File: config.mk
export PLATFORM = sky130hd
export DESIGN_NAME = viewport_map
export DESIGN_NICKNAME = d
export VERILOG_FILES = /design/src/common/vertex_pkg.sv /design/src/vertex_transform/viewport_map.sv
export SDC_FILE = /design/constraint.sdc
export NUM_CORES = 1
export LEC_CHECK = 0
export BUFFER_PORTS_ARGS = -buffer_cell sky130_fd_sc_hd__buf_2
export CORE_AREA = 2 2 237 239
export CTS_CLUSTER_DIAMETER = 120
export DETAILED_ROUTE_END_ITERATION = 12
export DIE_AREA = 0 0 239 241
export SLEW_MARGIN = 20
export SYNTH_ARGS = -nofsm -noshare
export SYNTH_HDL_FRONTEND = slang
export SYNTH_SLANG_ARGS = --single-unit
File: constraint.sdc
create_clock -name clock -period 0.85 [get_ports clock]
set_clock_uncertainty 0.15 [all_clocks]
set_input_delay 0.2125 -clock clock [delete_from_list [all_inputs] [get_ports clock]]
set_output_delay 0.2125 -clock clock [all_outputs]
set_load 0.02 [all_outputs]
File: src/common/vertex_pkg.sv
// Fixed-point type, vertex and triangle structs, 16.16 multiply and shared constants
package vertex_pkg;

    typedef logic signed [31:0] fixed_t; // Signed 16.16

    localparam fixed_t FIXED_ONE = 32'sh0001_0000;

    // Four matrix rows for each of the three vertices
    localparam int ELEMENT_COUNT = 12;

    typedef struct packed {
        fixed_t x;
        fixed_t y;
        fixed_t z;
    } vec3_t;

    // Matrix row or transformed vertex
    typedef struct packed {
        fixed_t x;
        fixed_t y;
        fixed_t z;
        fixed_t w;
    } vec4_t;

    typedef struct packed {
        vec3_t      v0;
        vec3_t      v1;
        vec3_t      v2;
        logic [2:0] colour; // One bit per vertex
    } tri_in_t;

    typedef struct packed {
        vec4_t      v0;
        vec4_t      v1;
        vec4_t      v2;
        logic [2:0] colour;
    } tri_out_t;

    // Full signed product, then drop the extra 16 fraction bits and wrap to 32 bits
    function automatic fixed_t fixed_mul(input fixed_t a, input fixed_t b);
        logic signed [63:0] product;
        product = a * b;
        return fixed_t'(product >>> 16);
    endfunction

endpackage

File: src/vertex_transform/viewport_map.sv
// Viewport mapping of x and y and the output triangle register
`timescale 1ns/1ns

module viewport_map
    import vertex_pkg::*;
#(
    parameter int SCREEN_WIDTH  = 640,
    parameter int SCREEN_HEIGHT = 480
) (
    input  logic       clock,
    input  logic       reset,
    input  logic       count_enable,
    input  logic [1:0] vertex_index,
    input  logic [1:0] row_index,
    input  fixed_t     dot,
    input  logic [2:0] colour,
    output tri_out_t   tri_result
);

    localparam fixed_t HALF_WIDTH  = fixed_t'(SCREEN_WIDTH / 2) << 16;
    localparam fixed_t HALF_HEIGHT = fixed_t'(SCREEN_HEIGHT / 2) << 16;

    fixed_t mapped;

    // Replaces one element of a vertex, row 0 is x through row 3 is w
    function automatic vec4_t set_element(input vec4_t v, input logic [1:0] index,
                                          input fixed_t value);
        vec4_t result;
        result = v;
        case (index)
            2'd0:    result.x = value;
            2'd1:    result.y = value;
            2'd2:    result.z = value;
            default: result.w = value;
        endcase
        return result;
    endfunction

    always_comb begin
        case (row_index)
            2'd0:    mapped = fixed_mul(dot, HALF_WIDTH) + HALF_WIDTH;
            2'd1:    mapped = fixed_mul(dot, HALF_HEIGHT) + HALF_HEIGHT;
            default: mapped = dot; // z and w pass straight through
        endcase
    end

    always_ff @(posedge clock or negedge reset) begin
        if (!reset) begin
            tri_result <= '0;
        end else if (count_enable) begin
            case (vertex_index)
                2'd0:    tri_result.v0 <= set_element(tri_result.v0, row_index, mapped);
                2'd1:    tri_result.v1 <= set_element(tri_result.v1, row_index, mapped);
                default: tri_result.v2 <= set_element(tri_result.v2, row_index, mapped);
            endcase
            tri_result.colour <= colour;
        end
    end

endmodule

-- Word-level counts from Yosys, hierarchy flattened
Cells that the tools add are included.
- bits in registers: 387
- bits of input ports: 42
- word-level logic and storage cells: 39
- add/subtract/negate cells: 2
- $mul: 2
- eq/ne operators: 3
- mux-type cells: 1
- bitwise operators: 2
- reduce and logical (&&, ||, !) cells: 16
- operators with widths (kind ; number):
    $pmux W32 S2 ; 1
    $reduce_and A3 Y1 ; 12
    $add A32 B25 Y32 const B ; 1
    $add A32 B26 Y32 const B ; 1
    $mul A32 B4 Y26 const B ; 1
    $mul A32 B5 Y28 const B ; 1
    $eq A2 B1 Y1 const B ; 2
    $logic_not A2 Y1 ; 2
    $reduce_or A3 Y1 ; 1
    $eq A2 B2 Y1 const B ; 1
    $not A1 Y1 ; 2
    $reduce_or A2 Y1 ; 1

-- Depth between registers and ports, before layout
Gate-level depths: netlist (run 1).
- depth after elaboration: 4
- gate-level depth with buffers: 20
- depth with buffers taken out: 19

-- Least setup slack after synthesis (run 1)
OpenSTA, ideal clock, no wires.
- path kind: in2reg
- start: input dot[12]
- end: register tri_result[226] (netlist bit)
- library setup time: 0.128 ns
- arrival time: 4.293 ns
- required time: 0.572 ns
- setup slack: -3.720 ns
- stages on the path: 17
- buffers on the path: 1
- cell sequence: ha_1 fa_1 inv_1 fa_1 inv_1 ha_1 buf_2 a21oi_1 o21ai_1 a21oi_1 nor4b_1 xor2_1 nor4_4 nand3_2 or4_1 xnor2_1 mux2_1
- longest elaborated chain between the ends: 3
- elaborated cells between the ends (all ways): 5
- those cells by class: add/sub (2); mul (2); mux (1)
- ends and longest elaborated chain (what ; line ; source):
    start: declaration ; viewport_map.sv:15 ; input fixed_t dot,
    $mul A32 B5 Y28 / $mul A32 B4 Y26 (equally long branches) ; vertex_pkg.sv:42 ; product = a * b;
    $add A32 B25 Y32 / $add A32 B26 Y32 (equally long branches) ; viewport_map.sv:42, viewport_map.sv:41 ;
    $pmux W32 S2 * ; viewport_map.sv:40 ; case (row_index)
    end: declaration ; viewport_map.sv:17 ; output tri_out_t tri_result
Every way passes the cells marked *; elsewhere a longest branch is shown, timed or not.
A chain may end at the register's enable or synchronous reset.

-- Final worst setup path (run 1)
- start: input dot[15]
- end: register tri_result[354] (netlist bit)
Same word-level chain as after synthesis.

==> flow_metrics.py, run 1 <==
metrics = {
    "clock_network": {
        "htreeDepth": 2,
        "clk_latency_ns": 0.58,
        "cts_tree": "built",
        "clock-root-buffer": "clkbuf_16",
        "cts_num_sinks": 387,
        "clk_pin_slew_ns": 0.06,
        "clk_path_buf_depth": 3,
        "cts_made_buffers": 42,
        "cts_hold_buf": 4,
    },
    "final_layout": {
        "drive_gt1_share_pct": 47.1,
        "largest_register_ff_count": 387,
        "stdcell_count": 3350,
        "synthToLayoutAreaGrowth_pct": 51.3,
        "nNetsFinal": 2805,
        "reg.largest.list": "tri_result (387)",
        "largest-register": "tri_result",
        "diodes": 0,
    },
    "critical_path": {
        "reg2reg_slack_ns": -0.12,
        "worstReg2RegStart": "tri_result[134]",
        "critPathLaunch": "dot[15]",
        "worst_r2r_endpoint": "tri_result[134]",
        "start_kind": "input pin",
        "required_ns": 1.12,
        "setup.worst_path.end": "tri_result[354]",
        "reg2regPathDepth": 1,
        "path_class": "input pin to register",
        "cp.arrival_ns": 4.26,
        "endpoint_kind": "register",
        "worst-path-max-fanout": 4,
    },
    "global_route": {
        "antenna_found_initial": 1,
        "first_global_vias": 16900,
        "grt_pass1_wl_um": 102000,
        "grtUsageTotal_pct": 23.3,
        "grt_max_degree": 55,
        "overflow": 0,
    },
    "placement": {
        "place_congestion": 0.869,
        "place_ws_ns": -3.89,
        "dp.cells": 3225,
        "dp_hpwl_um": 51600,
        "numPortBuffers": 428,
    },
    "sta": {
        "fin_crit_sh_pct": 470,
        "holdWs_ns": -0.146,
        "fmax_ghz": 0.250,
        "min_period_ns": 3.99,
        "worst_slew_pin_slew_ns": 1.06,
        "slew-limit-headroom_pct": 29.1,
        "worst_slack_ns": -3.14,
        "setup_violations": 1161,
        "slew_violations": 0,
        "hold_viol_final": 33,
        "rsz0062_at_grt": "yes",
    },
    "yosys": {
        "synth_area_leader_cell": "dfrtp_1",
        "synthesis.nets": 2043,
        "synth_flop_cell": "dfrtp_1",
        "async_reset_ff_share_pct": 100,
        "yosysMostFrequentCell": "dfrtp_1",
        "synth_cells": 1855,
        "synth.avg_cell_area_um2": 10.3,
        "synth-edff-count": 0,
        "yosys_warnings": 0,
        "ys_ff_latch": 387,
        "syn_area_um2": 19100,
        "synth_top_area_share_pct": 50.8,
        "synthTopCellsByArea": "dfrtp_1 51%, o21ai_0 8.1%, nand2_1 6.5%",
        "netlist_top_cells_count": "387 x dfrtp_1, 332 x nand2_1, 309 x o21ai_0, 130 x inv_1, 99 x ha_1",
        "seq_area_frac_synth_pct": 50.8,
        "synth_cell_types": 82,
    },
    "power": {
        "vdd_ir_drop_max_mv": 1.55,
        "power_switching_mw": 37.2,
        "seqPwrFrac_pct": 28.6,
        "netSwitchingFraction_pct": 40.7,
        "power_density_nw_per_um2": 3160,
        "p_clk_share_pct": 19.7,
        "p_leak_nw": 14.5,
        "power.internal_mw": 54.1,
        "comb_power_share_pct": 51.7,
    },
    "floorplan": {
        "die_h_um": 241,
        "initial_core_util_pct": 34.8,
        "die_w_um": 239,
        "core_um2": 54900,
        "ioPinCount": 429,
        "dieArea_um2": 57600,
        "rows": 86,
    },
    "routing": {
        "drt_iter0_drc": 863,
        "drtAntennaViolNets": 0,
        "viasPerCell": 4.97,
        "wl_per_cell_um": 20.5,
        "wirelength_um": 68600,
        "first_pass_iters": 5,
        "drc_errors": 0,
        "via_count": 16600,
    },
    "hold_path": {
        "hold_path.class": "input pin to register",
    },
    "outcome": {
        "violations": "negative hold slack, negative setup slack",
        "status": "complete, but fails checks",
    },
    "flow_run": {
        "maxCapViolations": 0,
    },
}
==> repair_timing <==
action                     CTS  global route
gates cloned                 2             1
pin swaps                   59            64
setup endpoints to repair  774          1161
resized for setup          181           108
setup buffers               33            14
hold endpoints to repair   423            34
==> logic make-up after synthesis <==
logic type               synth area share [%]
AND/OR/NAND/NOR                          11.7
AO/OA/AOI/OAI                            13.6
flip-flops                               50.8
buffers and inverters                    4.69
adder cells (fa/ha/maj)                  11.4
multiplexers                             5.03
XOR/XNOR                                 2.84
==> power by group through the flow <==
stage | combinational, mW | sequential (mW) | clock [mW]
after floorplan | 16.9 | 32.2 | 0
after CTS | 44.5 | 26.1 | 18.3
final | 47.2 | 26.1 | 18.0
after global placement | 39.9 | 26.1 | 0
after global routing | 50.4 | 26.7 | 19.0
after detailed placement | 40.6 | 26.4 | 0
==> worst min path at each step <==
stage / start / endpoint / slack (ns) / depth (start not counted)
final: dot[30] / tri_result[161] / -0.15 / 2
after global routing: dot[30] / tri_result[161] / -0.17 / 2
after CTS: dot[30] / tri_result[161] / -0.17 / 2
after detailed placement: reset / tri_result[299] / -0.1 / 1
after global placement: reset / tri_result[299] / -0.09 / 1
after floorplan: reset / tri_result[0] / -0.23 / 0
==> through the flow <==
| stage | util, % | TNS [ns] | area [um^2] | power [mW] |
|---|---|---|---|---|
| 2_1_floorplan | - | -657.44 | 20500 | 49.1 |
| 3_3_place_gp | 47.1 | -853.54 | 25800 | 66.1 |
| 3_5_place_dp | 47.1 | -865.26 | 25800 | 66.9 |
| 4_1_cts | 51.4 | -1053.59 | 28200 | 88.9 |
| 5_1_grt | 52.6 | -1118.53 | 28900 | 96.0 |
| 6_report | 52.6 | -1043.58 | 28900 | 91.3 |
==> cell type report <==
| class | instances | area, um^2 |
|---|---|---|
| Fill cell | 4868 | 26000 |
| Multi-Input combinational cell | 1236 | 10500 |
| Sequential cell | 387 | 9690 |
| Timing Repair Buffer | 817 | 5890 |
| Clock buffer | 61 | 1180 |
| Tap cell | 704 | 881 |
| Inverter | 133 | 517 |
| Clock inverter | 12 | 165 |
==> metal layers <==
layer | GRT usage (%) | wire length [um] | vias up | share of wire, %
li1 | - | - | 7820 | -
met1 | 30.9 | 30100 | 8249 | 44
met2 | 38.9 | 33100 | 444 | 48
met3 | 3.66 | 3210 | 118 | 4.7
met4 | 8.22 | 2230 | 2 | 3.3
met5 | 0 | 12 | - | 0.017
==> critical path, stage by stage <==
cell,delay (ns)
buf_4,0.14
ha_4,0.21
fa_1,0.47
inv_1,0.06
fa_1,0.53
inv_2,0.05
ha_4,0.26
and4_4,0.28
nand2_8,0.08
a2111oi_4,0.36
nor4b_2,0.10
xor2_1,0.19
nor4_4,0.28
nand3_2,0.12
or4_4,0.47
xnor2_4,0.16
mux2_4,0.28
==> layout by cell type, fill, tap and decap left out, drive strengths merged, types with 3 or more instances in the layout <==
master / n
and4: 5
a31o: 4
nor3: 17
a21oi: 49
nand2b: 6
nand3: 14
dlygate4sd3: 4
fa: 47
o31ai: 4
nand2: 333
nor2b: 9
xor2: 19
a2111oi: 6
nand4: 8
nor4: 9
clkbuf: 64
a211oi: 5
clkinv: 7
o21bai: 7
a21o: 12
clkinvlp: 3
a22oi: 3
inv: 133
dfrtp: 387
buf: 810
xnor2: 42
a31oi: 3
o21ai: 318
o21a: 6
a211o: 4
mux2: 78
and2: 34
o211ai: 10
nor2: 44
ha: 99
mux2i: 8
No activity file was read; power rests on OpenSTA's default activity.
==> run 2, diff against run 1 <==
--- a/config.mk
+++ b/config.mk
@@ -5,11 +5,13 @@
 export SDC_FILE = /design/constraint.sdc
 export NUM_CORES = 1
 export LEC_CHECK = 0
+export ABC_CLOCK_PERIOD_IN_PS = 850
 export BUFFER_PORTS_ARGS = -buffer_cell sky130_fd_sc_hd__buf_2
 export CORE_AREA = 2 2 237 239
 export CTS_CLUSTER_DIAMETER = 120
 export DETAILED_ROUTE_END_ITERATION = 12
 export DIE_AREA = 0 0 239 241
+export PLACE_DENSITY = 0.64
 export SLEW_MARGIN = 20
 export SYNTH_ARGS = -nofsm -noshare
 export SYNTH_HDL_FRONTEND = slang
==> run 2 against run 1 <==
  * The flow still finishes with violations (negative hold slack, negative setup slack)
  * Total power increased by 1.3%
  * Cell count increased by 0.45%
  * Wire length increased by 0.37%
  * Setup slack got worse by 0.020 ns
  * Non-clock buffer count increased by 13
  * Cell area increased by 3.0%
  * Clock power decreased by 3%
  * Via count increased by 0.79%
  * Hold slack improved by 0.020 ns
  * Critical path depth increased by 1
  * Count of clock-buffer cells in the layout increased by 1
  * Register-to-register slack improved by 0.04 ns
==> flow_metrics.py, run 2 (synthesis results as in run 1) <==
metrics = {
    "outcome": {
        "status": "complete, but fails checks",
        "violations": "negative hold slack, negative setup slack",
    },
    "final_layout": {
        "final_common_cell": "buf_2",
        "reg.largest.list": "tri_result (387)",
        "nNetsFinal": 2817,
        "largest-register": "tri_result",
        "drive_gt1_share_pct": 50.4,
        "final_cell_mix": "408 x buf_2, 384 x dfrtp_1, 318 x nand2_1",
        "fin_util_pct": 54.2,
        "stdcell_count": 3365,
        "largest_register_ff_count": 387,
        "synthToLayoutAreaGrowth_pct": 55.9,
    },
    "power": {
        "p_leak_nw": 14.9,
        "finalPower_mw": 92.5,
        "power_density_nw_per_um2": 3110,
        "vdd_ir_drop_max_mv": 1.64,
    },
    "sta": {
        "slew-limit-headroom_pct": 68.0,
        "setup_violations": 774,
        "rsz0062_at_grt": "yes",
        "slew_violations": 0,
        "hold_viol_final": 47,
        "fmax_ghz": 0.249,
        "worst_slew_pin_slew_ns": 0.477,
        "fin_crit_sh_pct": 472,
        "holdWs_ns": -0.127,
        "min_period_ns": 4.01,
        "worst_slack_ns": -3.16,
    },
    "clock_network": {
        "clk_pin_slew_ns": 0.06,
        "clock-root-buffer": "clkbuf_16",
        "htreeDepth": 2,
        "clk_latency_ns": 0.55,
        "cts_made_buffers": 40,
        "cts_hold_buf": 4,
        "clk_path_buf_depth": 3,
        "cts_num_sinks": 387,
        "cts_tree": "built",
    },
    "floorplan": {
        "die_h_um": 241,
        "initial_core_util_pct": 34.8,
        "ioPinCount": 429,
        "core_um2": 54900,
        "rows": 86,
        "die_w_um": 239,
        "dieArea_um2": 57600,
    },
    "routing": {
        "wl_per_cell_um": 20.5,
        "via_count": 16800,
        "wl_met3_um": 4070,
        "drtAntennaViolNets": 0,
        "viasPerCell": 4.98,
        "dr_wl_met2_um": 33300,
        "drt_iter0_drc": 1021,
        "first_pass_iters": 7,
        "wl_met1_um": 29300,
        "drc_errors": 0,
        "routed.top_layer": "met5",
        "wirelength_um": 68900,
    },
    "critical_path": {
        "worst_r2r_endpoint": "tri_result[2]",
        "worst-path-max-fanout": 5,
        "cp.arrival_ns": 4.28,
        "reg2reg_slack_ns": -0.08,
        "start_kind": "input pin",
        "required_ns": 1.12,
        "endpoint_kind": "register",
        "reg2regPathDepth": 1,
        "worstReg2RegStart": "tri_result[2]",
        "path_class": "input pin to register",
    },
    "global_route": {
        "grt_max_degree": 35,
        "first_global_vias": 17100,
        "overflow": 0,
        "antenna_found_initial": 5,
        "grtUsageTotal_pct": 23.5,
        "grt_pass1_wl_um": 103000,
    },
    "placement": {
        "dp.cells": 3228,
        "place_ws_ns": -3.96,
        "numPortBuffers": 428,
        "place_congestion": 0.852,
        "dp_hpwl_um": 50600,
    },
    "hold_path": {
        "hold_end": "tri_result[289]",
        "min_path_cells": 2,
        "hp-start": "dot[30]",
        "hold_path.class": "input pin to register",
    },
    "flow_run": {
        "maxCapViolations": 0,
    },
}
-- run 2: cell count changes in the layout (fill, tap and decap cells not counted), moves of 4 or more --
cell	previous run	this run
o21ai_2	64	119
o21ai_0	50	17
o21ai_1	195	168
buf_4	326	304
buf_6	19	40
buf_12	48	60
clkbuf_8	6	12
a21oi_1	29	24
inv_2	20	25
o21ai_4	9	14
inv_1	108	104
nor2_1	34	30
nor2_4	4	8
xnor2_4	2	6
-- run 2: power breakdown --
| part | switching, mW | leakage, nW | internal [mW] |
|---|---|---|---|
| Clock | 7.33 | 0.649 | 10.1 |
| Combinational | 27.5 | 9.33 | 21.4 |
| Sequential | 2.80 | 4.90 | 23.3 |
| Total | 37.6 | 14.9 | 54.9 |
-- run 2: what timing repair did --
action | in CTS | in global routing
gates cloned | 7 | 0
endpoints found under the setup margin | 774 | 851
pin swaps | 137 | 97
hold endpoints to repair | 427 | 45
resized for setup | 299 | 173
buffers inserted | 48 | 24
-- run 2: area by class of cell --
| class | instances | area, um^2 |
|---|---|---|
| sequential | 387 | 9690 |
| clock buffer | 62 | 1200 |
| antenna | 3 | 7.51 |
| inverter | 133 | 514 |
| tap | 704 | 881 |
| clock inverter | 9 | 116 |
| timing repair buffer | 830 | 6280 |
| multi-input combinational | 1237 | 11000 |
| fill | 4683 | 25100 |
-- run 2: worst max path at each step --
| stage | start | endpoint | slack (ns) | cells past startpoint |
|---|---|---|---|---|
| after CTS | dot[2] | tri_result[226] | -3.18 | 17 |
| after global routing | dot[10] | tri_result[226] | -3.33 | 18 |
| after floorplan | dot[15] | tri_result[226] | -3.44 | 17 |
| after detailed placement | dot[9] | tri_result[226] | -3.96 | 17 |
| after global placement | dot[9] | tri_result[123] | -3.86 | 20 |
| final | dot[10] | tri_result[226] | -3.16 | 18 |
-- run 2: critical path, stage by stage --
cell and delay [ns]:
buf_8 0.10, buf_6 0.12, ha_4 0.23, fa_1 0.49, inv_2 0.04, fa_1 0.49, inv_2 0.05, ha_4 0.30
nand4_4 0.14, buf_6 0.17, a2111oi_4 0.35, nor4_2 0.10, a21oi_2 0.26, xor2_2 0.21, nand3_2 0.12, or4_4 0.47
xnor2_4 0.15, mux2_4 0.28
-- run 2: through the flow --
stage,TNS (ns),instance area (um^2)
after floorplan,-657.44,20500
after global placement,-847.42,26000
after detailed placement,-861.19,26000
after CTS,-846.95,29100
after global routing,-881.37,29700
final,-830.41,29700
-- run 2: layer usage --
metal	vias to the layer above	track usage (%)
met1	8321	30.1
met5	-	0
met2	469	39.8
li1	7878	-
met3	93	4.86
met4	4	7.94
