## src/common/vertex_pkg.sv

```systemverilog
// Fixed-point type, vertex and triangle structs, 16.16 multiply and shared constants
package vertex_pkg;

    typedef logic signed [31:0] fixed_t; // Signed 16.16

    localparam fixed_t FIXED_ONE = 32'sh0001_0000;

    // Four matrix rows for each of the three vertices
    localparam int ELEMENT_COUNT = 12;

    typedef struct packed {
        fixed_t x;
        fixed_t y;
        fixed_t z;
    } vec3_t;

    // Matrix row or transformed vertex
    typedef struct packed {
        fixed_t x;
        fixed_t y;
        fixed_t z;
        fixed_t w;
    } vec4_t;

    typedef struct packed {
        vec3_t      v0;
        vec3_t      v1;
        vec3_t      v2;
        logic [2:0] colour; // One bit per vertex
    } tri_in_t;

    typedef struct packed {
        vec4_t      v0;
        vec4_t      v1;
        vec4_t      v2;
        logic [2:0] colour;
    } tri_out_t;

    // Full signed product, then drop the extra 16 fraction bits and wrap to 32 bits
    function automatic fixed_t fixed_mul(input fixed_t a, input fixed_t b);
        logic signed [63:0] product;
        product = a * b;
        return fixed_t'(product >>> 16);
    endfunction

endpackage

```

## src/vertex_transform/matrix_store.sv

```systemverilog
// Four-row register file holding the transform matrix
`timescale 1ns/1ns

module matrix_store
    import vertex_pkg::*;
(
    input  logic       clock,
    input  logic       reset,
    input  logic       mat_write,
    input  logic [1:0] mat_row,
    input  vec4_t      mat_data,
    input  logic [1:0] row_index,
    output vec4_t      row
);

    vec4_t rows [4];

    always_ff @(posedge clock or negedge reset) begin
        if (!reset) begin
            for (int i = 0; i < 4; i++) begin
                rows[i] <= '0;
            end
        end else if (mat_write) begin
            rows[mat_row] <= mat_data;
        end
    end

    // Read port follows the counter without delay
    assign row = rows[row_index];

endmodule

```

## config.mk

```make
export PLATFORM = sky130hd
export DESIGN_NAME = matrix_store
export DESIGN_NICKNAME = d
export VERILOG_FILES = /design/src/common/vertex_pkg.sv /design/src/vertex_transform/matrix_store.sv
export SDC_FILE = /design/constraint.sdc
export NUM_CORES = 1
export LEC_CHECK = 0
export ABC_CLOCK_PERIOD_IN_PS = 3100
export BUFFER_PORTS_ARGS = -buffer_cell sky130_fd_sc_hd__buf_2
export CORE_MARGIN = 4
export CORE_UTILIZATION = 35
export DETAILED_ROUTE_END_ITERATION = 16
export GPL_ROUTABILITY_DRIVEN = 0
export HOLD_SLACK_MARGIN = 0.15
export MAX_ROUTING_LAYER = met4
export PLACE_DENSITY = 0.56
export SLEW_MARGIN = 40
export SYNTH_ARGS = -nofsm -noshare
export SYNTH_HDL_FRONTEND = slang
export SYNTH_SLANG_ARGS = --single-unit
```

## constraint.sdc

```tcl
create_clock -name clock -period 3.1 [get_ports clock]
set_input_delay 0.62 -clock clock [delete_from_list [all_inputs] [get_ports clock]]
set_output_delay 0.62 -clock clock [all_outputs]
set_load 0.01 [all_outputs]
```

# [Word-level counts from Yosys, hierarchy flattened]
# Cells that the tools add are included.
[classes] magnitude_cmp=3 mux=6 bitwise_logic=2 reduce_logical=1
[ops] operator="512-bit bitwise mux" count=1
[ops] operator="128-bit 2-to-1 mux" count=3
[ops] operator="128-bit binary-select mux with 2-bit select" count=1
[ops] operator="128-bit demux with 2-bit select" count=1
[ops] operator="3-bit >= comparator, second input constant" count=2
[ops] operator="2-bit inverter with 3-bit output" count=2
[ops] operator="3-bit by 1-bit < comparator with 1-bit output, second input constant" count=1
[ops] operator="1-bit logical AND" count=1
[word_totals] ff_bits=512 inputBits=135 out_inout_bits=128

# [Longest topological paths before layout]
# Gate-level depths: netlist of run 1.
[logic_depth] depth_word=6 depth_mapped=4 ltp_nobuf=2

# [Worst setup path after synthesis of run 1]
# No wires, ideal clock.
[synth_path] path_kind="input -> output" startpoint="in row_index[0]" endpoint="out row[100] (netlist bit)" t_arrival_ns=1.583 slack_ns=0.897 path_stages=3 n_path_buf=2 path_cell_list="buf_4 -> buf_4 -> mux4_2"
[synth_rtl] item="from (decl)" line_no="matrix_store.sv:12" text="input logic [1:0] row_index,"
[synth_rtl] item="to (decl)" line_no="matrix_store.sv:13" text="output vec4_t row"

==> results.ini, run 1 <==
[layout]
register_area_mm2 = 0.0128
fin_util_pct = 43.1
drive_gt1_share_pct = 66.9
final_cell_count_no_fill = 2427
largest_reg_flops = 512
multi_input_area_mm2 = 0.00870
largest_register = rows
area_delta_synth_final_pct = 21.1
largestRegisters = rows x512
n_fill_cell = 5637
final_nets = 1670
final_area_mm2 = 0.0267

[place]
post-place-ws_ns = 0.449
portBuffers = 262
hpwl_mm = 32.6
place_inst = 2312
placed_cell_area_mm2 = 0.0247

[floorplanning]
io_pins = 263
dieArea_mm2 = 0.0671
die_h_um = 259
chipWidth_um = 259
core-area_mm2 = 0.0621
rows = 91
start_util_pct = 35.6

[cts]
cts-root-buf = clkbuf_16
clock_sinks = 512
clockBufferDepth = 3
cts_tree = done
clk_latency_ns = 0.59
cts_setup_buffers = 0
cts-resized-gates = 0
cts_max_level = 2
numCtsBuffers = 57
clk_pin_slew_worst_paths_ns = 0.06

[yosys]
ys_seq_area_share_pct = 58.1
ys_ff_latch = 512
syn-num-nets = 1375
yosysUniqueCellTypes = 11
yosys_warnings = 0
netlist_instances = 1240
avgSynthCellArea_um2 = 17.8
syn-cell-area_mm2 = 0.0221

[min_path]
hold_class = input pin to flip-flop
holdPathStages = 2

[sta]
period_share_pct = 84.8
rsz0062_at_grt = false
worstMarginPinSlew_ns = 0.620
setup_ws_ns = 0.470
finClkSkew_ns = 0
slew_violations = 0
hold_viol = 0
relSlewSlack_pct = 58.5
fin_hold_ws_ns = 0.294
fmax_ghz = 0.380
setup_viol = 0
layout_min_cycle_time_ns = 2.63
setup_tns_ns = 0

[route]
vias = 12200
dr.pass1.iters = 6
wirelength_mm = 51.2
remaining_drc_errors = 0
via_per_inst = 5.01
drt_iter0_markers = 495
routedWlPerCell_um = 21.1
ant_nets = 0

[pwr]
power.total_mw = 19.0
power_density_mw_per_mm2 = 711
irDropWorstVdd_uv = 401
p_leak_nw = 11.5

[worst_setup_path]
end_kind = output port
critPathMaxFanout = 16
crit_top_cell = buf_12
worst_path_max_delay_cell = mux4_2
slowest_delay_ns = 0.52
critPathLaunchType = input pin
path_cells = clkbuf_8 > buf_12 > buf_12 > mux4_2 > buf_2
crit_required_ns = 2.48
reg2reg_depth = 1
critPathKind = input pin to output port
critPathArrivalTime_ns = 2.01

[global_route]
antenna_found_initial = 8
grt_pass1_wl_mm = 82.4
grt_pass1_vias = 14200
track_usage_pct = 16.0
grt_max_degree = 72
gr-total-overflow = 0

[status]
status = complete, no violations

[run]
max_cap_viol_count = 0

layer usage:
layer / vias up / GRT usage, % / wire, um
met4: 0 / 3.93 / 906
met3: 62 / 3.31 / 2370
met1: 6614 / 20.8 / 22700
met2: 209 / 25.9 / 25200
met5: - / - / 0
li1: 5280 / - / -
what timing repair did:
action	in CTS	in global routing
hold buffers	1	0
setup endpoints to repair	0	0
hold endpoints to repair	37	0
layout make-up:
class                   count  share of cell area [%]
well taps                 837                    3.92
flip-flops and latches    512                    47.9
multi-input cells         644                    32.6
repair buffers            320                    7.88
clock inverters            18                   0.941
diodes                      8                  0.0749
clock buffers              88                    6.68
worst paths after layout:
path | endpoint | startpoint | slack (ns)
setup reg to reg | rows[20]$_DFFE_PN0P_ | rows[20]$_DFFE_PN0P_ | 2.33
hold / removal | rows[236]$_DFFE_PN0P_ | mat_data[108] | 0.29
min in group asynchronous | rows[138]$_DFFE_PN0P_ | reset | 0.51
setup / recovery | row[40] | row_index[0] | 0.47
max in group asynchronous | rows[54]$_DFFE_PN0P_ | reset | 1.52
hold reg to reg | rows[50]$_DFFE_PN0P_ | rows[50]$_DFFE_PN0P_ | 0.50
cell usage in the layout (no fill, tap or decap):
master and n:
mux4_2 128, nand3_4 1, clkinv_4 1, dlygate4sd3_1 1
clkbuf_8 21, buf_2 259, clkbuf_1 9, buf_12 25
buf_8 1, clkinv_2 9, nand3b_1 2, dfrtp_1 512
inv_6 2, buf_6 1, buf_4 31, bufinv_16 6
buf_16 1, mux2_2 512, clkbuf_16 59, diode_2 8
nor3b_4 1
kinds of logic (layout without fill, tap and decap cells):
logic type | Yosys count | after routing | share of synthesized area [%]
flip-flops | 512 | 512 | 58.1
AND/OR/NAND/NOR | 4 | 4 | 0.147
other | 0 | 8 | 0
multiplexers | 640 | 640 | 39.2
buffers and inverters | 84 | 426 | 2.60
Yosys cell counts:
cell | n | area [um^2]
dfrtp_1 | 512 | 12800
clkbuf_1 | 2 | 7.51
buf_6 | 10 | 113
buf_1 | 8 | 30.0
buf_2 | 23 | 115
buf_4 | 41 | 308
nor3b_2 | 1 | 12.5
mux4_2 | 128 | 2880
nand3b_1 | 2 | 15.0
mux2_2 | 512 | 5770
nand3_1 | 1 | 5.00
power breakdown:
part           leakage (nW)  switching (mW)  internal (mW)
Sequential             6.06           0.601           7.96
Combinational          4.44            1.33           1.98
Clock                  1.01            2.69           4.44
critical path: cells and delay by family:
kind	cells	cell delay, ns
multiplexers	1	0.52
buffers and inverters	4	0.84
(Power assumes the default switching activity.)
==> run 2, diff against run 1 <==
- ABC_CLOCK_PERIOD_IN_PS: 3100 -> 2600
- clock period: 3.1 -> 2.6 ns (I/O delays scaled with it)
==> run 2 against run 1 <==
- register-to-register slack got worse by 0.52 ns
- combinational power rose by 21%
- critical path type unchanged
- utilization increased by 0.50 points
- global-route usage fell by 0.068 points
- critical endpoint is now row[53]
==> results.ini, run 2 (same netlist as run 1, synthesis figures left out) <==
[place]
portBuffers = 262  ; unchanged
hpwl_mm = 32.6  ; about the same
placed_cell_area_mm2 = 0.0248  ; +0.63%

[floorplanning]
dieArea_mm2 = 0.0671  ; unchanged
rows = 91  ; unchanged
io_pins = 263  ; unchanged
die_h_um = 259  ; unchanged
start_util_pct = 35.6  ; unchanged
chipWidth_um = 259  ; unchanged
core-area_mm2 = 0.0621  ; unchanged

[worst_setup_path]
ff2ff_setup_slack_ns = 1.81  ; -0.52 ns
crit_required_ns = 2.08  ; -0.40 ns
end_kind = output port
critPathArrivalTime_ns = 1.80  ; -0.21 ns
crit_top_cell = buf_12
reg2reg_depth = 1  ; unchanged
worst_path_max_delay_cell = mux4_2
critPathLaunchType = input pin
timing.rr.end = rows[143]$_DFFE_PN0P_
critPathMaxFanout = 15  ; -1
r2r-start = rows[143]$_DFFE_PN0P_
slowest_delay_ns = 0.53  ; about the same
path_cells = clkbuf_8 > buf_12 > buf_12 > mux4_2 > buf_2
critPathKind = input pin to output port

[status]
status = complete, no violations

[sta]
slew_violations = 0  ; unchanged
finClkSkew_ns = 0  ; unchanged
hold_viol = 0  ; unchanged
fin_hold_ws_ns = 0.195  ; -0.0994 ns
rsz0062_at_grt = false
setup_viol = 0  ; unchanged
period_share_pct = 89.3
fmax_ghz = 0.431
layout_min_cycle_time_ns = 2.32
worstMarginPinSlew_ns = 0.589  ; -0.0307 ns
setup_tns_ns = 0  ; unchanged
relSlewSlack_pct = 60.7  ; +2.2 points

[layout]
largest_reg_flops = 512  ; unchanged
final_cell_mix = mux2_2, dfrtp_1, buf_2
largest_register = rows
drive_gt1_share_pct = 65.9  ; -0.98 points
n_fill_cell = 5573  ; -1.1%
largestRegisters = rows x512
final_area_mm2 = 0.0270  ; +1.2%
final_nets = 1695  ; +1.5%
area_delta_synth_final_pct = 22.5

[pwr]
power_density_mw_per_mm2 = 839  ; +18%
power.total_mw = 22.7  ; +19%
p_leak_nw = 11.6  ; +0.88%
irDropWorstVdd_uv = 529  ; +32%

[route]
vias = 12300  ; +1.2%
wirelength_mm = 51.2  ; about the same
ant_nets = 0  ; unchanged
dr.pass1.iters = 4  ; -2
routedWlPerCell_um = 20.9  ; -0.85%
remaining_drc_errors = 0  ; unchanged
drt_iter0_markers = 577  ; +17%
via_per_inst = 5.03  ; +0.27%

[cts]
numCtsBuffers = 57  ; unchanged
cts_max_level = 2  ; unchanged
clk_latency_ns = 0.58  ; about the same
clockBufferDepth = 3  ; unchanged
cts-resized-gates = 0  ; unchanged
cts_setup_buffers = 0  ; unchanged
cts_hold_buf = 21  ; +20
clk_pin_slew_worst_paths_ns = 0.06  ; about the same
cts-root-buf = clkbuf_16
clock_sinks = 512  ; unchanged
cts_tree = done

[min_path]
hold_class = input pin to flip-flop
hp-start = mat_data[51]
holdPathStages = 2  ; unchanged
min_to = rows[307]$_DFFE_PN0P_

[global_route]
grt_pass1_wl_mm = 82.0  ; -0.45%
grt_pass1_vias = 13900  ; -1.8%
grt_max_degree = 72  ; unchanged
track_usage_pct = 15.9  ; -0.068 points
antenna_found_initial = 7  ; -1
gr-total-overflow = 0  ; unchanged

[run]
max_cap_viol_count = 0  ; unchanged

==> run 2: cell count changes in the layout (fill, tap and decap cells not counted), sizes merged <==
cell,previous run,this run
inv,2,3
clkinvlp,0,4
clkbuf,89,79
clkinv,10,9
dlygate4sd3,1,21
bufinv,6,9
buf,318,323
==> run 2: per-stage QoR <==
stage / utilization (%) / setup slack (ns) / cells
2_1_floorplan: - / 0.597 / 1240
3_3_place_gp: 40.0 / 0.275 / 2317
3_5_place_dp: 40.0 / 0.255 / 2317
4_1_cts: 43.5 / 0.254 / 2441
5_1_grt: 43.6 / 0.205 / 2447
6_report: 43.6 / 0.279 / 2449
==> run 2: area by class of cell <==
cell class | instances | area (um^2) | share of cell area [%]
Clock inverter | 25 | 372 | 1.37
Sequential cell | 512 | 12800 | 47.4
Clock buffer | 78 | 1620 | 5.99
Antenna cell | 8 | 20.0 | 0.0741
Timing Repair Buffer | 345 | 2460 | 9.11
Multi-Input combinational cell | 644 | 8700 | 32.2
Tap cell | 837 | 1050 | 3.87
==> run 2: critical path: cells and delay by family <==
family | cells | cell delay [ns]
buffers and inverters | 4 | 0.71
multiplexers | 1 | 0.53
==> run 2: report_power, final <==
| group | internal, mW | switching [mW] |
|---|---|---|
| Clock | 5.23 | 3.25 |
| Combinational | 2.40 | 1.60 |
| Sequential | 9.48 | 0.723 |
| Total | 17.1 | 5.57 |
==> run 2: worst max path at each step <==
stage	start	endpoint	slack, ns	depth (start not counted)
6_report	row_index[0]	row[53]	0.28	5
5_1_grt	row_index[0]	row[53]	0.20	5
4_1_cts	row_index[0]	row[53]	0.25	5
3_5_place_dp	row_index[0]	row[53]	0.26	5
3_3_place_gp	row_index[0]	row[74]	0.28	5
2_1_floorplan	row_index[0]	row[100]	0.60	3
==> run 2: metal layers <==
metal / wire length [um] / vias up / global-route usage (%) / part of all wire [%]
met2: 25400 / 226 / 25.7 / 50
met4: 1010 / 0 / 3.88 / 2.0
li1: - / 5352 / - / -
met3: 2550 / 69 / 3.54 / 5.0
met1: 22200 / 6662 / 20.6 / 43
met5: 0 / - / - / 0
==> run 3, diff against run 2 <==
- CORE_MARGIN: 4 -> unset
==> run 3 against run 2 <==
- wire length down 1.9%
- critical path type unchanged
- clock skew unchanged
- flip-flop and latch count is the same
- maximum frequency increased by 3.7%
- register-to-register slack about the same
- highest routed layer unchanged
- utilization down 0.052 points
- setup slack better by 0.082 ns
- critical path depth fell by 1
- combinational power about the same
- die area is 4.6% lower
- via count is 0.59% lower
- sequential share of layout area up 0.057 points
==> results.ini, run 3 (same netlist as run 1, synthesis figures left out) <==
[sta]
relSlewSlack_pct = 59.3  ; -1.4 points
setup_viol = 0  ; unchanged
rsz0062_at_grt = false
slew_violations = 0  ; unchanged
worstMarginPinSlew_ns = 0.610  ; +0.0213 ns
period_share_pct = 86.1  ; -3.2 points
layout_min_cycle_time_ns = 2.24  ; -0.0825 ns
finClkSkew_ns = 0  ; unchanged
setup_tns_ns = 0  ; unchanged
fmax_ghz = 0.447  ; +3.7%
hold_viol = 0  ; unchanged

[status]
status = complete, no violations

[run]
max_cap_viol_count = 0  ; unchanged

[worst_setup_path]
slowest_delay_ns = 0.57  ; +0.04 ns
critPathKind = input pin to output port
crit_required_ns = 2.08  ; about the same
critPathMaxFanout = 41  ; +26
path_cells = buf_8 > buf_12 > mux4_2 > buf_2
critPathArrivalTime_ns = 1.72  ; -0.08 ns
worst_path_max_delay_cell = mux4_2
end_kind = output port
critPathLaunchType = input pin

[global_route]
gr-total-overflow = 0  ; unchanged
grt_pass1_wl_mm = 80.2  ; -2.2%
grt_pass1_vias = 13800  ; -0.42%
grt_max_degree = 88  ; +22%
track_usage_pct = 16.6  ; +0.72 points
antenna_found_initial = 11  ; +4

[floorplanning]
dieArea_mm2 = 0.0641  ; -4.6%
start_util_pct = 35.6  ; unchanged
die_h_um = 253  ; -2.3%
core-area_mm2 = 0.0621  ; unchanged
rows = 91  ; unchanged
io_pins = 263  ; unchanged
chipWidth_um = 253  ; -2.3%

[layout]
final_cell_mix = mux2_2, dfrtp_1, buf_2
final_area_mm2 = 0.0270  ; -0.12%
area_delta_synth_final_pct = 22.4
largest_reg_flops = 512  ; unchanged
final_nets = 1699  ; +0.24%
largestRegisters = rows x512
drive_gt1_share_pct = 64.1  ; -1.8 points
largest_register = rows

[cts]
numCtsBuffers = 57  ; unchanged
cts_max_level = 2  ; unchanged
cts_tree = done
cts-resized-gates = 0  ; unchanged
cts-root-buf = clkbuf_16
clk_pin_slew_worst_paths_ns = 0.06  ; about the same
cts_setup_buffers = 0  ; unchanged
clockBufferDepth = 3  ; unchanged
clk_latency_ns = 0.60  ; +0.02 ns
clock_sinks = 512  ; unchanged
cts_hold_buf = 49  ; +130%

[place]
portBuffers = 262  ; unchanged
hpwl_mm = 31.4  ; -3.7%
placed_cell_area_mm2 = 0.0245  ; -1.2%

[route]
vias = 12200  ; -0.59%
ant_nets = 0  ; unchanged
via_per_inst = 4.98  ; -0.88%
dr.pass1.iters = 4  ; unchanged
remaining_drc_errors = 0  ; unchanged
drt_iter0_markers = 408  ; -29%
wirelength_mm = 50.2  ; -1.9%
routedWlPerCell_um = 20.4  ; -2.2%

[pwr]
power_density_mw_per_mm2 = 837  ; -0.35%
p_leak_nw = 11.6  ; -0.32%
power.total_mw = 22.6  ; -0.47%
irDropWorstVdd_uv = 576  ; +9.0%

[min_path]
hold_class = input pin to flip-flop

[run 3: path summary, 6_finish.rpt]
kind | startpoint | end | slack, ns | cells past startpoint
min reg2reg | rows[156]$_DFFE_PN0P_ | rows[156]$_DFFE_PN0P_ | 0.50 | 1
min | mat_data[37] | rows[37]$_DFFE_PN0P_ | 0.19 | 2
max in group asynchronous | reset | rows[466]$_DFFE_PN0P_ | 1.19 | 3
max reg2reg | rows[315]$_DFFE_PN0P_ | rows[315]$_DFFE_PN0P_ | 1.81 | 1
max | row_index[0] | row[83] | 0.36 | 4
min in group asynchronous | reset | rows[8]$_DFFE_PN0P_ | 0.47 | 2
[run 3: cell type report]
class,instances,area (um^2)
repair buffers,349,2440
clock buffers,84,1670
diodes,11,27.5
fillers,5597,35100
clock inverters,19,303
multi-input cells,644,8700
flip-flops and latches,512,12800
well taps,837,1050
[run 3: where the power goes]
| part | internal, mW | total, mW | switching [mW] |
|---|---|---|---|
| clock | 5.21 | 8.42 | 3.21 |
| sequential | 9.49 | 10.2 | 0.714 |
| combinational | 2.38 | 3.97 | 1.58 |
[run 3: routing by layer]
layer  part of all wire (%)  global-route usage, %  vias to the layer above  routed length, um
met5                      0                      -                        -                  0
met1                     44                   21.3                     6600              22300
met2                     48                   25.9                      205              24100
met4                    2.3                   5.18                        0               1170
met3                    5.3                   4.16                       84               2640
li1                       -                      -                     5347                  -
[run 3: metrics by stage]
stage          util (%)  instances  hold WS, ns  setup slack [ns]
5_1_grt            43.5       2456        0.171             0.275
4_1_cts            43.5       2445        0.150             0.319
2_1_floorplan         -       1240        0.224             0.597
6_report           43.5       2456        0.194             0.361
3_3_place_gp       39.5       2293        0.482             0.319
3_5_place_dp       39.5       2293        0.487             0.319
[run 3: critical path, delay by kind of cell]
family,cells,cell delay [ns]
buffers and inverters,3,0.60
muxes,1,0.57
