### src/common/vertex_pkg.sv
// Fixed-point type, vertex and triangle structs, 16.16 multiply and shared constants
package vertex_pkg;

    typedef logic signed [31:0] fixed_t; // Signed 16.16

    localparam fixed_t FIXED_ONE = 32'sh0001_0000;

    // Four matrix rows for each of the three vertices
    localparam int ELEMENT_COUNT = 12;

    typedef struct packed {
        fixed_t x;
        fixed_t y;
        fixed_t z;
    } vec3_t;

    // Matrix row or transformed vertex
    typedef struct packed {
        fixed_t x;
        fixed_t y;
        fixed_t z;
        fixed_t w;
    } vec4_t;

    typedef struct packed {
        vec3_t      v0;
        vec3_t      v1;
        vec3_t      v2;
        logic [2:0] colour; // One bit per vertex
    } tri_in_t;

    typedef struct packed {
        vec4_t      v0;
        vec4_t      v1;
        vec4_t      v2;
        logic [2:0] colour;
    } tri_out_t;

    // Full signed product, then drop the extra 16 fraction bits and wrap to 32 bits
    function automatic fixed_t fixed_mul(input fixed_t a, input fixed_t b);
        logic signed [63:0] product;
        product = a * b;
        return fixed_t'(product >>> 16);
    endfunction

endpackage

### src/vertex_transform/element_counter.sv
// Element counter over the vertex and row pairs of one triangle
`timescale 1ns/1ns

module element_counter
    import vertex_pkg::*;
(
    input  logic       clock,
    input  logic       reset,
    input  logic       start,
    input  logic       count_enable,
    output logic [1:0] vertex_index,
    output logic [1:0] row_index,
    output logic       last
);

    logic [3:0] count;

    always_ff @(posedge clock or negedge reset) begin
        if (!reset) begin
            count <= '0;
        end else if (start) begin
            count <= '0;
        end else if (count_enable) begin
            if (last) begin
                count <= '0;
            end else begin
                count <= count + 4'd1;
            end
        end
    end

    // Four rows per vertex, so the row sits in the low bits and the vertex above it
    assign row_index    = count[1:0];
    assign vertex_index = count[3:2];
    assign last         = (count == 4'(ELEMENT_COUNT - 1));

endmodule

### config.mk
export PLATFORM = sky130hd
export DESIGN_NAME = element_counter
export DESIGN_NICKNAME = d
export VERILOG_FILES = /design/src/common/vertex_pkg.sv /design/src/vertex_transform/element_counter.sv
export SDC_FILE = /design/constraint.sdc
export NUM_CORES = 1
export LEC_CHECK = 0
export CAP_MARGIN = 20
export CORE_AREA = 2 2 39 41
export CTS_CLUSTER_DIAMETER = 50
export DETAILED_ROUTE_END_ITERATION = 8
export DIE_AREA = 0 0 41 43
export DONT_BUFFER_PORTS = 1
export PLACE_DENSITY_LB_ADDON = 0.2
export SYNTH_ARGS = -nofsm -noshare
export SYNTH_HDL_FRONTEND = slang
export SYNTH_SLANG_ARGS = --single-unit
### constraint.sdc
create_clock -name clock -period 3.1 [get_ports clock]
set_clock_uncertainty 0.15 [all_clocks]
set_input_delay 0.465 -clock clock [delete_from_list [all_inputs] [get_ports clock]]
set_output_delay 0.465 -clock clock [all_outputs]
set_load 0.03 [all_outputs]
# ---- After elaboration in Yosys (flattened, before gate mapping)
# Index checks and enable logic that the tools add are counted.
# W data, S select, Z words.
dict set report totals {
  input_bits 4
  word_cells 7
  ff_bits 4
  output_inout_bits 5
}
dict set report classes {
  n_eq_ne 1
  addsub 1
  muxes 3
  n_reduce_logical 1
}
# operator count
set op_table {}
lappend op_table {{$mux W4} 3}
lappend op_table {{$add A4 B1 Y4 const B} 1}
lappend op_table {{$eq A4 B4 Y1 const B} 1}
lappend op_table {{$reduce_bool A2 Y1} 1}

# ---- Longest topological paths before layout
# Gate-level depths: netlist of the first run.
dict set report depth {
  word_depth 4
  ltp_mapped 4
  ltp_nobuf 4
}

# ---- Least setup slack after synthesis of the first run
# OpenSTA, ideal clock, no wires.
dict set report synth_timing {
  kind {register -> output}
  from {reg count[0]}
  to {out last}
  path_slack_ns 1.365
  required_time_ns 2.485
  arrival_ns 1.120
  path_stages_with_launch 3
  path_buffers 0
  cell_sequence {dfrtp_1 -> ha_1 -> and3b_1}
}
dict set report synth_between {
  elab_chain_cells 1
}
# element line_no
set synth_lines {}
lappend synth_lines {{start: declaration} element_counter.sv:16} ;# logic [3:0] count;
lappend synth_lines {{start signal: assignment} element_counter.sv:27} ;# count <= count + 4'd1;
lappend synth_lines {{$eq A4 B4 Y1} element_counter.sv:35} ;# assign last = (count == 4'(ELEMENT_COUNT - 1));
lappend synth_lines {{end: declaration} element_counter.sv:13} ;# output logic last
# No other way between the ends.

# ---- Worst setup path in the final report of the first run
# Ends and elaborated chain as after synthesis.

==> flow_summary.html, run 1 <==
<table>
<tr><th>Metric</th><th>Value</th></tr>
<tr><th colspan="2">Global route</th></tr>
<tr><td>Total overflow reported by the global router</td><td>0</td></tr>
<tr><td>Antenna violations before repair</td><td>0</td></tr>
<tr><td>Via count of the first global-routing pass</td><td>160</td></tr>
<tr><td>Pin count of the biggest net entering global routing</td><td>7</td></tr>
<tr><td>GRT Util Overall</td><td>approximately 6.5%</td></tr>
<tr><td>Global-route wire length before repair</td><td>662 um</td></tr>
<tr><th colspan="2">Clock network</th></tr>
<tr><td>Root buf cell</td><td>clkbuf_4</td></tr>
<tr><td>CTS hold repair buffers</td><td>1</td></tr>
<tr><td>Clock H-tree levels</td><td>1</td></tr>
<tr><td>TritonCTS Buffers</td><td>3</td></tr>
<tr><td>TritonCTS clock tree</td><td>done</td></tr>
<tr><td>Clock input transition at the sequential cells of the worst setup and hold paths</td><td>~0.04 ns</td></tr>
<tr><td>Clk_lat worst skew</td><td>between 0.2 and 0.25 ns</td></tr>
<tr><td>Max Buffers Root-to-Sink</td><td>2</td></tr>
<tr><td>Number of sinks driven by the clock tree</td><td>4</td></tr>
<tr><td>Count of instances resized after the clock tree is built</td><td>0</td></tr>
<tr><td>Post-CTS Setup Repair Bufs</td><td>0</td></tr>
<tr><th colspan="2">Detailed routing</th></tr>
<tr><td>Routed WL per cell</td><td>approximately 11 um</td></tr>
<tr><td>Drt first pass iters</td><td>1</td></tr>
<tr><td>Via count normalized by instance count</td><td>roughly 4.1</td></tr>
<tr><td>Total routed wirelength</td><td>~440 um</td></tr>
<tr><td>Number of design-rule violations left by the first detailed-router iteration</td><td>0</td></tr>
<tr><td>Post-route DRC violation count</td><td>0</td></tr>
<tr><td>Antenna-violating nets left</td><td>0</td></tr>
<tr><td>Routed via count</td><td>roughly 170</td></tr>
<tr><th colspan="2">STA</th></tr>
<tr><td>Final critical path time including I/O delays and setup</td><td>2.07 ns</td></tr>
<tr><td>Setup violation total in the final timing report</td><td>0</td></tr>
<tr><td>TNS Setup</td><td>0 ns</td></tr>
<tr><td>Pin slew with the least headroom to its limit</td><td>roughly 0.41 ns</td></tr>
<tr><td>Max-slew headroom</td><td>slightly above 70%</td></tr>
<tr><td>Final hold vios</td><td>0</td></tr>
<tr><td>Fmax</td><td>484 MHz</td></tr>
<tr><td>Final count of pins violating max slew</td><td>0</td></tr>
<tr><td>Unrepaired setup endpoints after global routing</td><td>false</td></tr>
<tr><td>Final worst path period share</td><td>between 60% and 70%</td></tr>
<tr><th colspan="2">Yosys</th></tr>
<tr><td>Top_reg_cell synth</td><td>dfrtp_1</td></tr>
<tr><td>Post-synth cell types</td><td>13</td></tr>
<tr><td>Total nets after synthesis</td><td>27</td></tr>
<tr><td>Most instantiated library cell after synthesis</td><td>dfrtp_1</td></tr>
<tr><td>Leading post-synthesis cells by instance count</td><td>dfrtp_1, nor2_1</td></tr>
<tr><td>Synth Cell Area</td><td>between 200 and 250 um^2</td></tr>
<tr><td>Top area cells in the synthesized netlist</td><td>dfrtp_1, mux2i_1, ha_1</td></tr>
<tr><td>EDFF count, synth</td><td>0</td></tr>
<tr><td>Largest area contributor in the synthesized netlist</td><td>dfrtp_1</td></tr>
<tr><td>Synth Register Bits</td><td>4</td></tr>
<tr><td>Async SR Flop Fraction</td><td>100%</td></tr>
<tr><td>Synth Area per Inst</td><td>between 9 and 10 um^2</td></tr>
<tr><td>Portion of the post-synthesis area used by sequential elements</td><td>between 40% and 50%</td></tr>
<tr><td>Yosys top cell area share</td><td>46.2%</td></tr>
<tr><td>Cell count after synthesis</td><td>22</td></tr>
<tr><td>Yosys warning count</td><td>0</td></tr>
<tr><th colspan="2">Min path</th></tr>
<tr><td>Source of the worst hold timing path</td><td>start</td></tr>
<tr><td>Hold worst-path end</td><td>count[0]</td></tr>
<tr><td>Hold Path Class</td><td>in -&gt; reg</td></tr>
<tr><td>Depth of the worst hold-timing path</td><td>1</td></tr>
<tr><th colspan="2">Cells and area</th></tr>
<tr><td>Largest register by flop count</td><td>count</td></tr>
<tr><td>Fraction of layout instances using a drive strength above 1</td><td>between 10% and 20%</td></tr>
<tr><td>Ant. Diodes</td><td>0</td></tr>
<tr><td>Number of flip-flops in the largest register</td><td>4</td></tr>
<tr><td>Final-stage net count</td><td>33</td></tr>
<tr><td>Final core utilization</td><td>19.4%</td></tr>
<tr><td>Area grow syn2layout</td><td>24.3%</td></tr>
<tr><td>Largest registers</td><td>count: 4 flops</td></tr>
<tr><th colspan="2">Placed design</th></tr>
<tr><td>Placer's final routability congestion estimate</td><td>about 0.62</td></tr>
<tr><td>IO buf count</td><td>0</td></tr>
<tr><td>Detailed Place HPWL</td><td>about 380 um</td></tr>
<tr><th colspan="2">Setup path</th></tr>
<tr><td>Register-to-register setup slack</td><td>between 1 and 1.5 ns</td></tr>
<tr><td>Family of cells with the greatest summed delay on the critical path</td><td>flip-flops</td></tr>
<tr><td>Ordered cell list for the critical path</td><td>ha_1 &gt; and3b_1</td></tr>
<tr><td>Startpoint of the lowest-slack register-to-register path</td><td>count[0]</td></tr>
<tr><td>Worst setup path class</td><td>reg -&gt; out</td></tr>
<tr><td>Category of the worst setup path launch point</td><td>flop</td></tr>
<tr><td>Worst reg2reg path depth</td><td>4</td></tr>
<tr><td>Signal arrival time at the worst endpoint</td><td>between 1 and 1.5 ns</td></tr>
<tr><td>Buffers &amp; Inverters on Critical Path</td><td>0</td></tr>
<tr><td>Crit Reg-Reg Endpoint</td><td>count[0]</td></tr>
<tr><td>Peak fanout along the critical path</td><td>6</td></tr>
<tr><td>Slowest-stage cell, CP</td><td>dfrtp_1</td></tr>
<tr><td>Crit path required time</td><td>between 2 and 2.5 ns</td></tr>
<tr><td>Sort of element at the end of the critical path</td><td>output pin</td></tr>
<tr><td>Crit-path max cell delay</td><td>just under 0.6 ns</td></tr>
<tr><th colspan="2">Run status</th></tr>
<tr><td>Outcome</td><td>completed</td></tr>
<tr><th colspan="2">Floorplan</th></tr>
<tr><td>Die width</td><td>~41 um</td></tr>
<tr><td>Overall die height</td><td>43 um</td></tr>
<tr><td>Area of the die</td><td>about 1800 um^2</td></tr>
<tr><td>Starting utilization of the core area</td><td>between 15 and 20%</td></tr>
<tr><td>IO Count</td><td>9</td></tr>
<tr><td>Std-Cell Core Area</td><td>approximately 1400 um^2</td></tr>
<tr><td>Site Rows</td><td>14</td></tr>
<tr><th colspan="2">Power and ir drop</th></tr>
<tr><td>Leakage power</td><td>0.127 nW</td></tr>
<tr><td>Total Power</td><td>between 0.0001 and 0.00015 W</td></tr>
<tr><td>Power Dens Cells</td><td>about 500 nW/um^2</td></tr>
<tr><td>Maximum VDD drop</td><td>0.000121 V</td></tr>
<tr><th colspan="2">Job</th></tr>
<tr><td># Max-Cap Violations</td><td>0</td></tr>
</table>
==> cells by family (layout without fill, tap and decap cells) <==
kind of cell | after synthesis | after routing | share of synthesized area [%]
buffers and inverters | 0 | 4 | 0
adder cells (fa/ha/maj) | 1 | 1 | 5.78
AND/OR/NAND/NOR | 10 | 10 | 26.0
flip-flops | 4 | 4 | 46.2
multiplexers | 2 | 2 | 9.25
AO/OA/AOI/OAI | 5 | 5 | 12.7
==> metrics by stage <==
step,cells,hold slack (ns),instance area [um^2],setup slack [ns]
after global routing,42,0.130,269,0.971
after CTS,42,0.133,269,1.01
after detailed placement,38,0.0195,236,1.27
after global placement,38,0.0195,236,1.29
after floorplan,22,0.0194,216,1.36
final,42,0.145,269,1.03
==> how the worst max path moves through the flow <==
stage	from	endpoint	slack, ns	depth (start not counted)
2_1_floorplan	count[0]	last	1.36	2
3_3_place_gp	count[0]	last	1.29	2
3_5_place_dp	count[0]	last	1.27	2
4_1_cts	count[0]	last	1.01	2
5_1_grt	count[0]	last	0.97	2
6_report	count[0]	last	1.03	2
==> placed cells by master (no fill, tap or decap), drive strengths merged <==
cell type	instances
ha	1
dlygate4sd3	1
a21boi	1
nand2b	2
nand2	2
dfrtp	4
nor2	3
a21oi	1
and4b	1
and3b	1
mux2i	2
nor2b	1
o21ai	3
clkbuf	3
==> per-layer routing <==
layer / track usage [%] / wire length, um
met1: 7.21 / 161
met3: 6.28 / 89
met5: 0 / 0
met2: 6.56 / 191
met4: 6.00 / 0
==> power by group <==
part	switching (W)	leakage, nW	internal (W)	total (W)
logic	0.00000371	0.0592	0.00000455	0.00000826
registers	0.00000705	0.0545	0.0000544	0.0000615
clock network	0.0000191	0.0138	0.0000431	0.0000622
==> cell type report <==
class                      count  area [um^2]
fill                         157         1110
multi-input combinational     18          116
sequential                     4          100
tap                           16         20.0
clock buffer                   3         22.5
timing repair buffer           1         10.0
==> worst register-to-register path: cells and delay by family, from the launching register on <==
kind | cells | cell delay (ns)
AOI/OAI and AO/OA | 1 | 0.16
and+or+nand+nor | 2 | 0.53
DFF | 1 | 0.58
adders and majority gates | 1 | 0.26
Power figures use the tool's default switching activity.
==> inputs of run 2 (changes only) <==
Clock period 3.1 ns to 1.85 ns, I/O delays scaled along.
==> flow_summary.html, run 2 (synthesized netlist as in run 1, its figures left out) <==
<table>
<tr><th>Metric</th><th>Value</th></tr>
<tr><th colspan="2">Run status</th></tr>
<tr><td>Outcome</td><td>completed (unchanged)</td></tr>
<tr><th colspan="2">Clock network</th></tr>
<tr><td>TritonCTS clock tree</td><td>done (unchanged)</td></tr>
<tr><td>TritonCTS Buffers</td><td>3 (unchanged)</td></tr>
<tr><td>Post-CTS Setup Repair Bufs</td><td>0 (unchanged)</td></tr>
<tr><td>Clock H-tree levels</td><td>1 (unchanged)</td></tr>
<tr><td>Number of sinks driven by the clock tree</td><td>4 (unchanged)</td></tr>
<tr><td>Max Buffers Root-to-Sink</td><td>2 (unchanged)</td></tr>
<tr><td>Clock input transition at the sequential cells of the worst setup and hold paths</td><td>0.04 ns (about the same)</td></tr>
<tr><td>Clk_lat worst skew</td><td>0.23 ns (about the same)</td></tr>
<tr><td>Root buf cell</td><td>clkbuf_4 (unchanged)</td></tr>
<tr><td>Count of instances resized after the clock tree is built</td><td>0 (unchanged)</td></tr>
<tr><th colspan="2">Setup path</th></tr>
<tr><td>Crit path required time</td><td>1.42 ns (was 2.48 ns)</td></tr>
<tr><td>Peak fanout along the critical path</td><td>3 (was 6)</td></tr>
<tr><td>Worst reg2reg path depth</td><td>4 (unchanged)</td></tr>
<tr><td>Signal arrival time at the worst endpoint</td><td>1.19 ns (was 1.45 ns)</td></tr>
<tr><td>Ordered cell list for the critical path</td><td>ha_1 &gt; and3b_1 &gt; buf_4 (was ha_1 &gt; and3b_1)</td></tr>
<tr><td>Startpoint of the lowest-slack register-to-register path</td><td>count[0] (unchanged)</td></tr>
<tr><td>Slowest-stage cell, CP</td><td>dfrtp_1 (unchanged)</td></tr>
<tr><td>Crit-path max cell delay</td><td>0.37 ns (was 0.58 ns)</td></tr>
<tr><td>Category of the worst setup path launch point</td><td>flop (unchanged)</td></tr>
<tr><td>Worst setup path class</td><td>reg -&gt; out (unchanged)</td></tr>
<tr><td>Register-to-register setup slack</td><td>0.52 ns (was 1.31 ns)</td></tr>
<tr><td>Sort of element at the end of the critical path</td><td>output pin (unchanged)</td></tr>
<tr><td>Crit Reg-Reg Endpoint</td><td>count[0] (unchanged)</td></tr>
<tr><th colspan="2">STA</th></tr>
<tr><td>Worst hold-check slack</td><td>0.0807 ns (was 0.145 ns)</td></tr>
<tr><td>Fmax</td><td>~620 MHz</td></tr>
<tr><td>Final hold vios</td><td>0 (unchanged)</td></tr>
<tr><td>Setup violation total in the final timing report</td><td>0 (unchanged)</td></tr>
<tr><td>TNS Setup</td><td>0 ns (unchanged)</td></tr>
<tr><td>Pin slew with the least headroom to its limit</td><td>0.175 ns (was 0.414 ns)</td></tr>
<tr><td>Final worst path period share</td><td>87.3%</td></tr>
<tr><td>Max-slew headroom</td><td>88.2% (was 72.4%)</td></tr>
<tr><td>Unrepaired setup endpoints after global routing</td><td>false (unchanged)</td></tr>
<tr><td>Final count of pins violating max slew</td><td>0 (unchanged)</td></tr>
<tr><td>Final critical path time including I/O delays and setup</td><td>1.62 ns</td></tr>
<tr><th colspan="2">Placed design</th></tr>
<tr><td>Placer's final routability congestion estimate</td><td>0.639 (was 0.625)</td></tr>
<tr><td>IO buf count</td><td>0 (unchanged)</td></tr>
<tr><td>Detailed Place HPWL</td><td>393 um (was 377 um)</td></tr>
<tr><th colspan="2">Power and ir drop</th></tr>
<tr><td>Maximum VDD drop</td><td>0.000248 V (was 0.000121 V)</td></tr>
<tr><td>Power Dens Cells</td><td>724 nW/um^2 (was 491 nW/um^2)</td></tr>
<tr><td>Leakage power</td><td>0.159 nW (was 0.127 nW)</td></tr>
<tr><th colspan="2">Detailed routing</th></tr>
<tr><td>Routed WL per cell</td><td>9.85 um (was 10.5 um)</td></tr>
<tr><td>Post-route DRC violation count</td><td>0 (unchanged)</td></tr>
<tr><td>Total routed wirelength</td><td>473 um (was 442 um)</td></tr>
<tr><td>Number of design-rule violations left by the first detailed-router iteration</td><td>3 (was 0)</td></tr>
<tr><td>Drt first pass iters</td><td>4 (was 1)</td></tr>
<tr><td>Via count normalized by instance count</td><td>3.92 (was 4.14)</td></tr>
<tr><td>Routed via count</td><td>188 (was 174)</td></tr>
<tr><td>Antenna-violating nets left</td><td>0 (unchanged)</td></tr>
<tr><th colspan="2">Floorplan</th></tr>
<tr><td>Std-Cell Core Area</td><td>1380 um^2 (unchanged)</td></tr>
<tr><td>IO Count</td><td>9 (unchanged)</td></tr>
<tr><td>Site Rows</td><td>14 (unchanged)</td></tr>
<tr><td>Die width</td><td>41 um (unchanged)</td></tr>
<tr><td>Overall die height</td><td>43 um (unchanged)</td></tr>
<tr><td>Area of the die</td><td>1760 um^2 (unchanged)</td></tr>
<tr><td>Starting utilization of the core area</td><td>15.6% (unchanged)</td></tr>
<tr><th colspan="2">Cells and area</th></tr>
<tr><td>Largest register by flop count</td><td>count (unchanged)</td></tr>
<tr><td>Number of flip-flops in the largest register</td><td>4 (unchanged)</td></tr>
<tr><td>Most common library cell in the layout ignoring fill and taps</td><td>buf_4 (was dfrtp_1)</td></tr>
<tr><td>Most frequent cells in the layout</td><td>buf_4, dfrtp_1, nor2_1, clkbuf_4 (was dfrtp_1, nor2_1, clkbuf_4)</td></tr>
<tr><td>Ant. Diodes</td><td>0 (unchanged)</td></tr>
<tr><td>Fraction of layout instances using a drive strength above 1</td><td>25.0% (was 11.5%)</td></tr>
<tr><td>Largest registers</td><td>count: 4 flops (unchanged)</td></tr>
<tr><td>Final-stage net count</td><td>39 (was 33)</td></tr>
<tr><td>Area grow syn2layout</td><td>46.2% (was 24.3%)</td></tr>
<tr><th colspan="2">Min path</th></tr>
<tr><td>Hold Path Class</td><td>in -&gt; reg (unchanged)</td></tr>
<tr><td>Hold worst-path end</td><td>count[1] (was count[0])</td></tr>
<tr><td>Source of the worst hold timing path</td><td>count_enable (was start)</td></tr>
<tr><td>Depth of the worst hold-timing path</td><td>2 (was 1)</td></tr>
<tr><th colspan="2">Global route</th></tr>
<tr><td>Global-route wire length before repair</td><td>669 um (was 662 um)</td></tr>
<tr><td>Pin count of the biggest net entering global routing</td><td>7 (unchanged)</td></tr>
<tr><td>Antenna violations before repair</td><td>0 (unchanged)</td></tr>
<tr><td>Via count of the first global-routing pass</td><td>173 (was 160)</td></tr>
<tr><td>GRT Util Overall</td><td>5.95% (was 6.46%)</td></tr>
<tr><td>Total overflow reported by the global router</td><td>0 (unchanged)</td></tr>
<tr><th colspan="2">Job</th></tr>
<tr><td># Max-Cap Violations</td><td>0 (unchanged)</td></tr>
</table>
-- run 2: what timing repair did --
action / 4_1_cts / 5_1_grt
endpoints found under the setup margin: 0 / 0
hold buffers: 2 / 0
hold endpoints to repair: 8 / 0
-- run 2: worst max path at each step --
stage | start | endpoint | slack (ns) | depth (start not counted)
final | count[0] | last | 0.23 | 3
after global routing | count[0] | last | 0.18 | 3
after CTS | count[0] | last | 0.21 | 3
after detailed placement | count[0] | last | 0.47 | 3
after global placement | count[0] | last | 0.48 | 3
after floorplan | count[0] | count[0] | 0.23 | 4
-- run 2: power breakdown --
group,internal (W),total [W],switching [W]
Combinational,0.0000133,0.0000312,0.0000179
Sequential,0.0000914,0.0000931,0.00000170
Clock,0.0000724,0.000105,0.0000325
Total,0.000177,0.000229,0.0000521
-- run 2: final cells by class --
| cell class | count | area, um^2 |
|---|---|---|
| clock buffers | 3 | 22.5 |
| fillers | 156 | 1070 |
| multi-input cells | 18 | 116 |
| flip-flops and latches | 4 | 100 |
| well taps | 16 | 20.0 |
| repair buffers | 7 | 57.6 |
-- run 2: critical path, delay by kind of cell, from the launching register on --
| kind | cells | cell delay, ns |
|---|---|---|
| AND/OR/NAND/NOR | 1 | 0.20 |
| adder cells (fa/ha/maj) | 1 | 0.22 |
| buffers and inverters | 1 | 0.17 |
| flip-flops | 1 | 0.37 |
-- run 2: routing by layer --
metal,wire length (um),track usage (%)
met1,212,7.84
met2,209,7.19
met3,51,1.57
met4,0,6.00
met5,0,0
-- run 2: metrics by stage --
| stage | setup slack, ns | std cells | instance area [um^2] | utilization [%] | total power, W |
|---|---|---|---|---|---|
| floorplan | 0.231 | 22 | 216 | - | 0.000112 |
| global placement | 0.475 | 43 | 274 | 19.8 | 0.000120 |
| detailed placement | 0.466 | 43 | 274 | 19.8 | 0.000120 |
| CTS | 0.214 | 48 | 317 | 22.9 | 0.000237 |
| global route | 0.180 | 48 | 317 | 22.9 | 0.000239 |
| finish | 0.235 | 48 | 317 | 22.9 | 0.000229 |
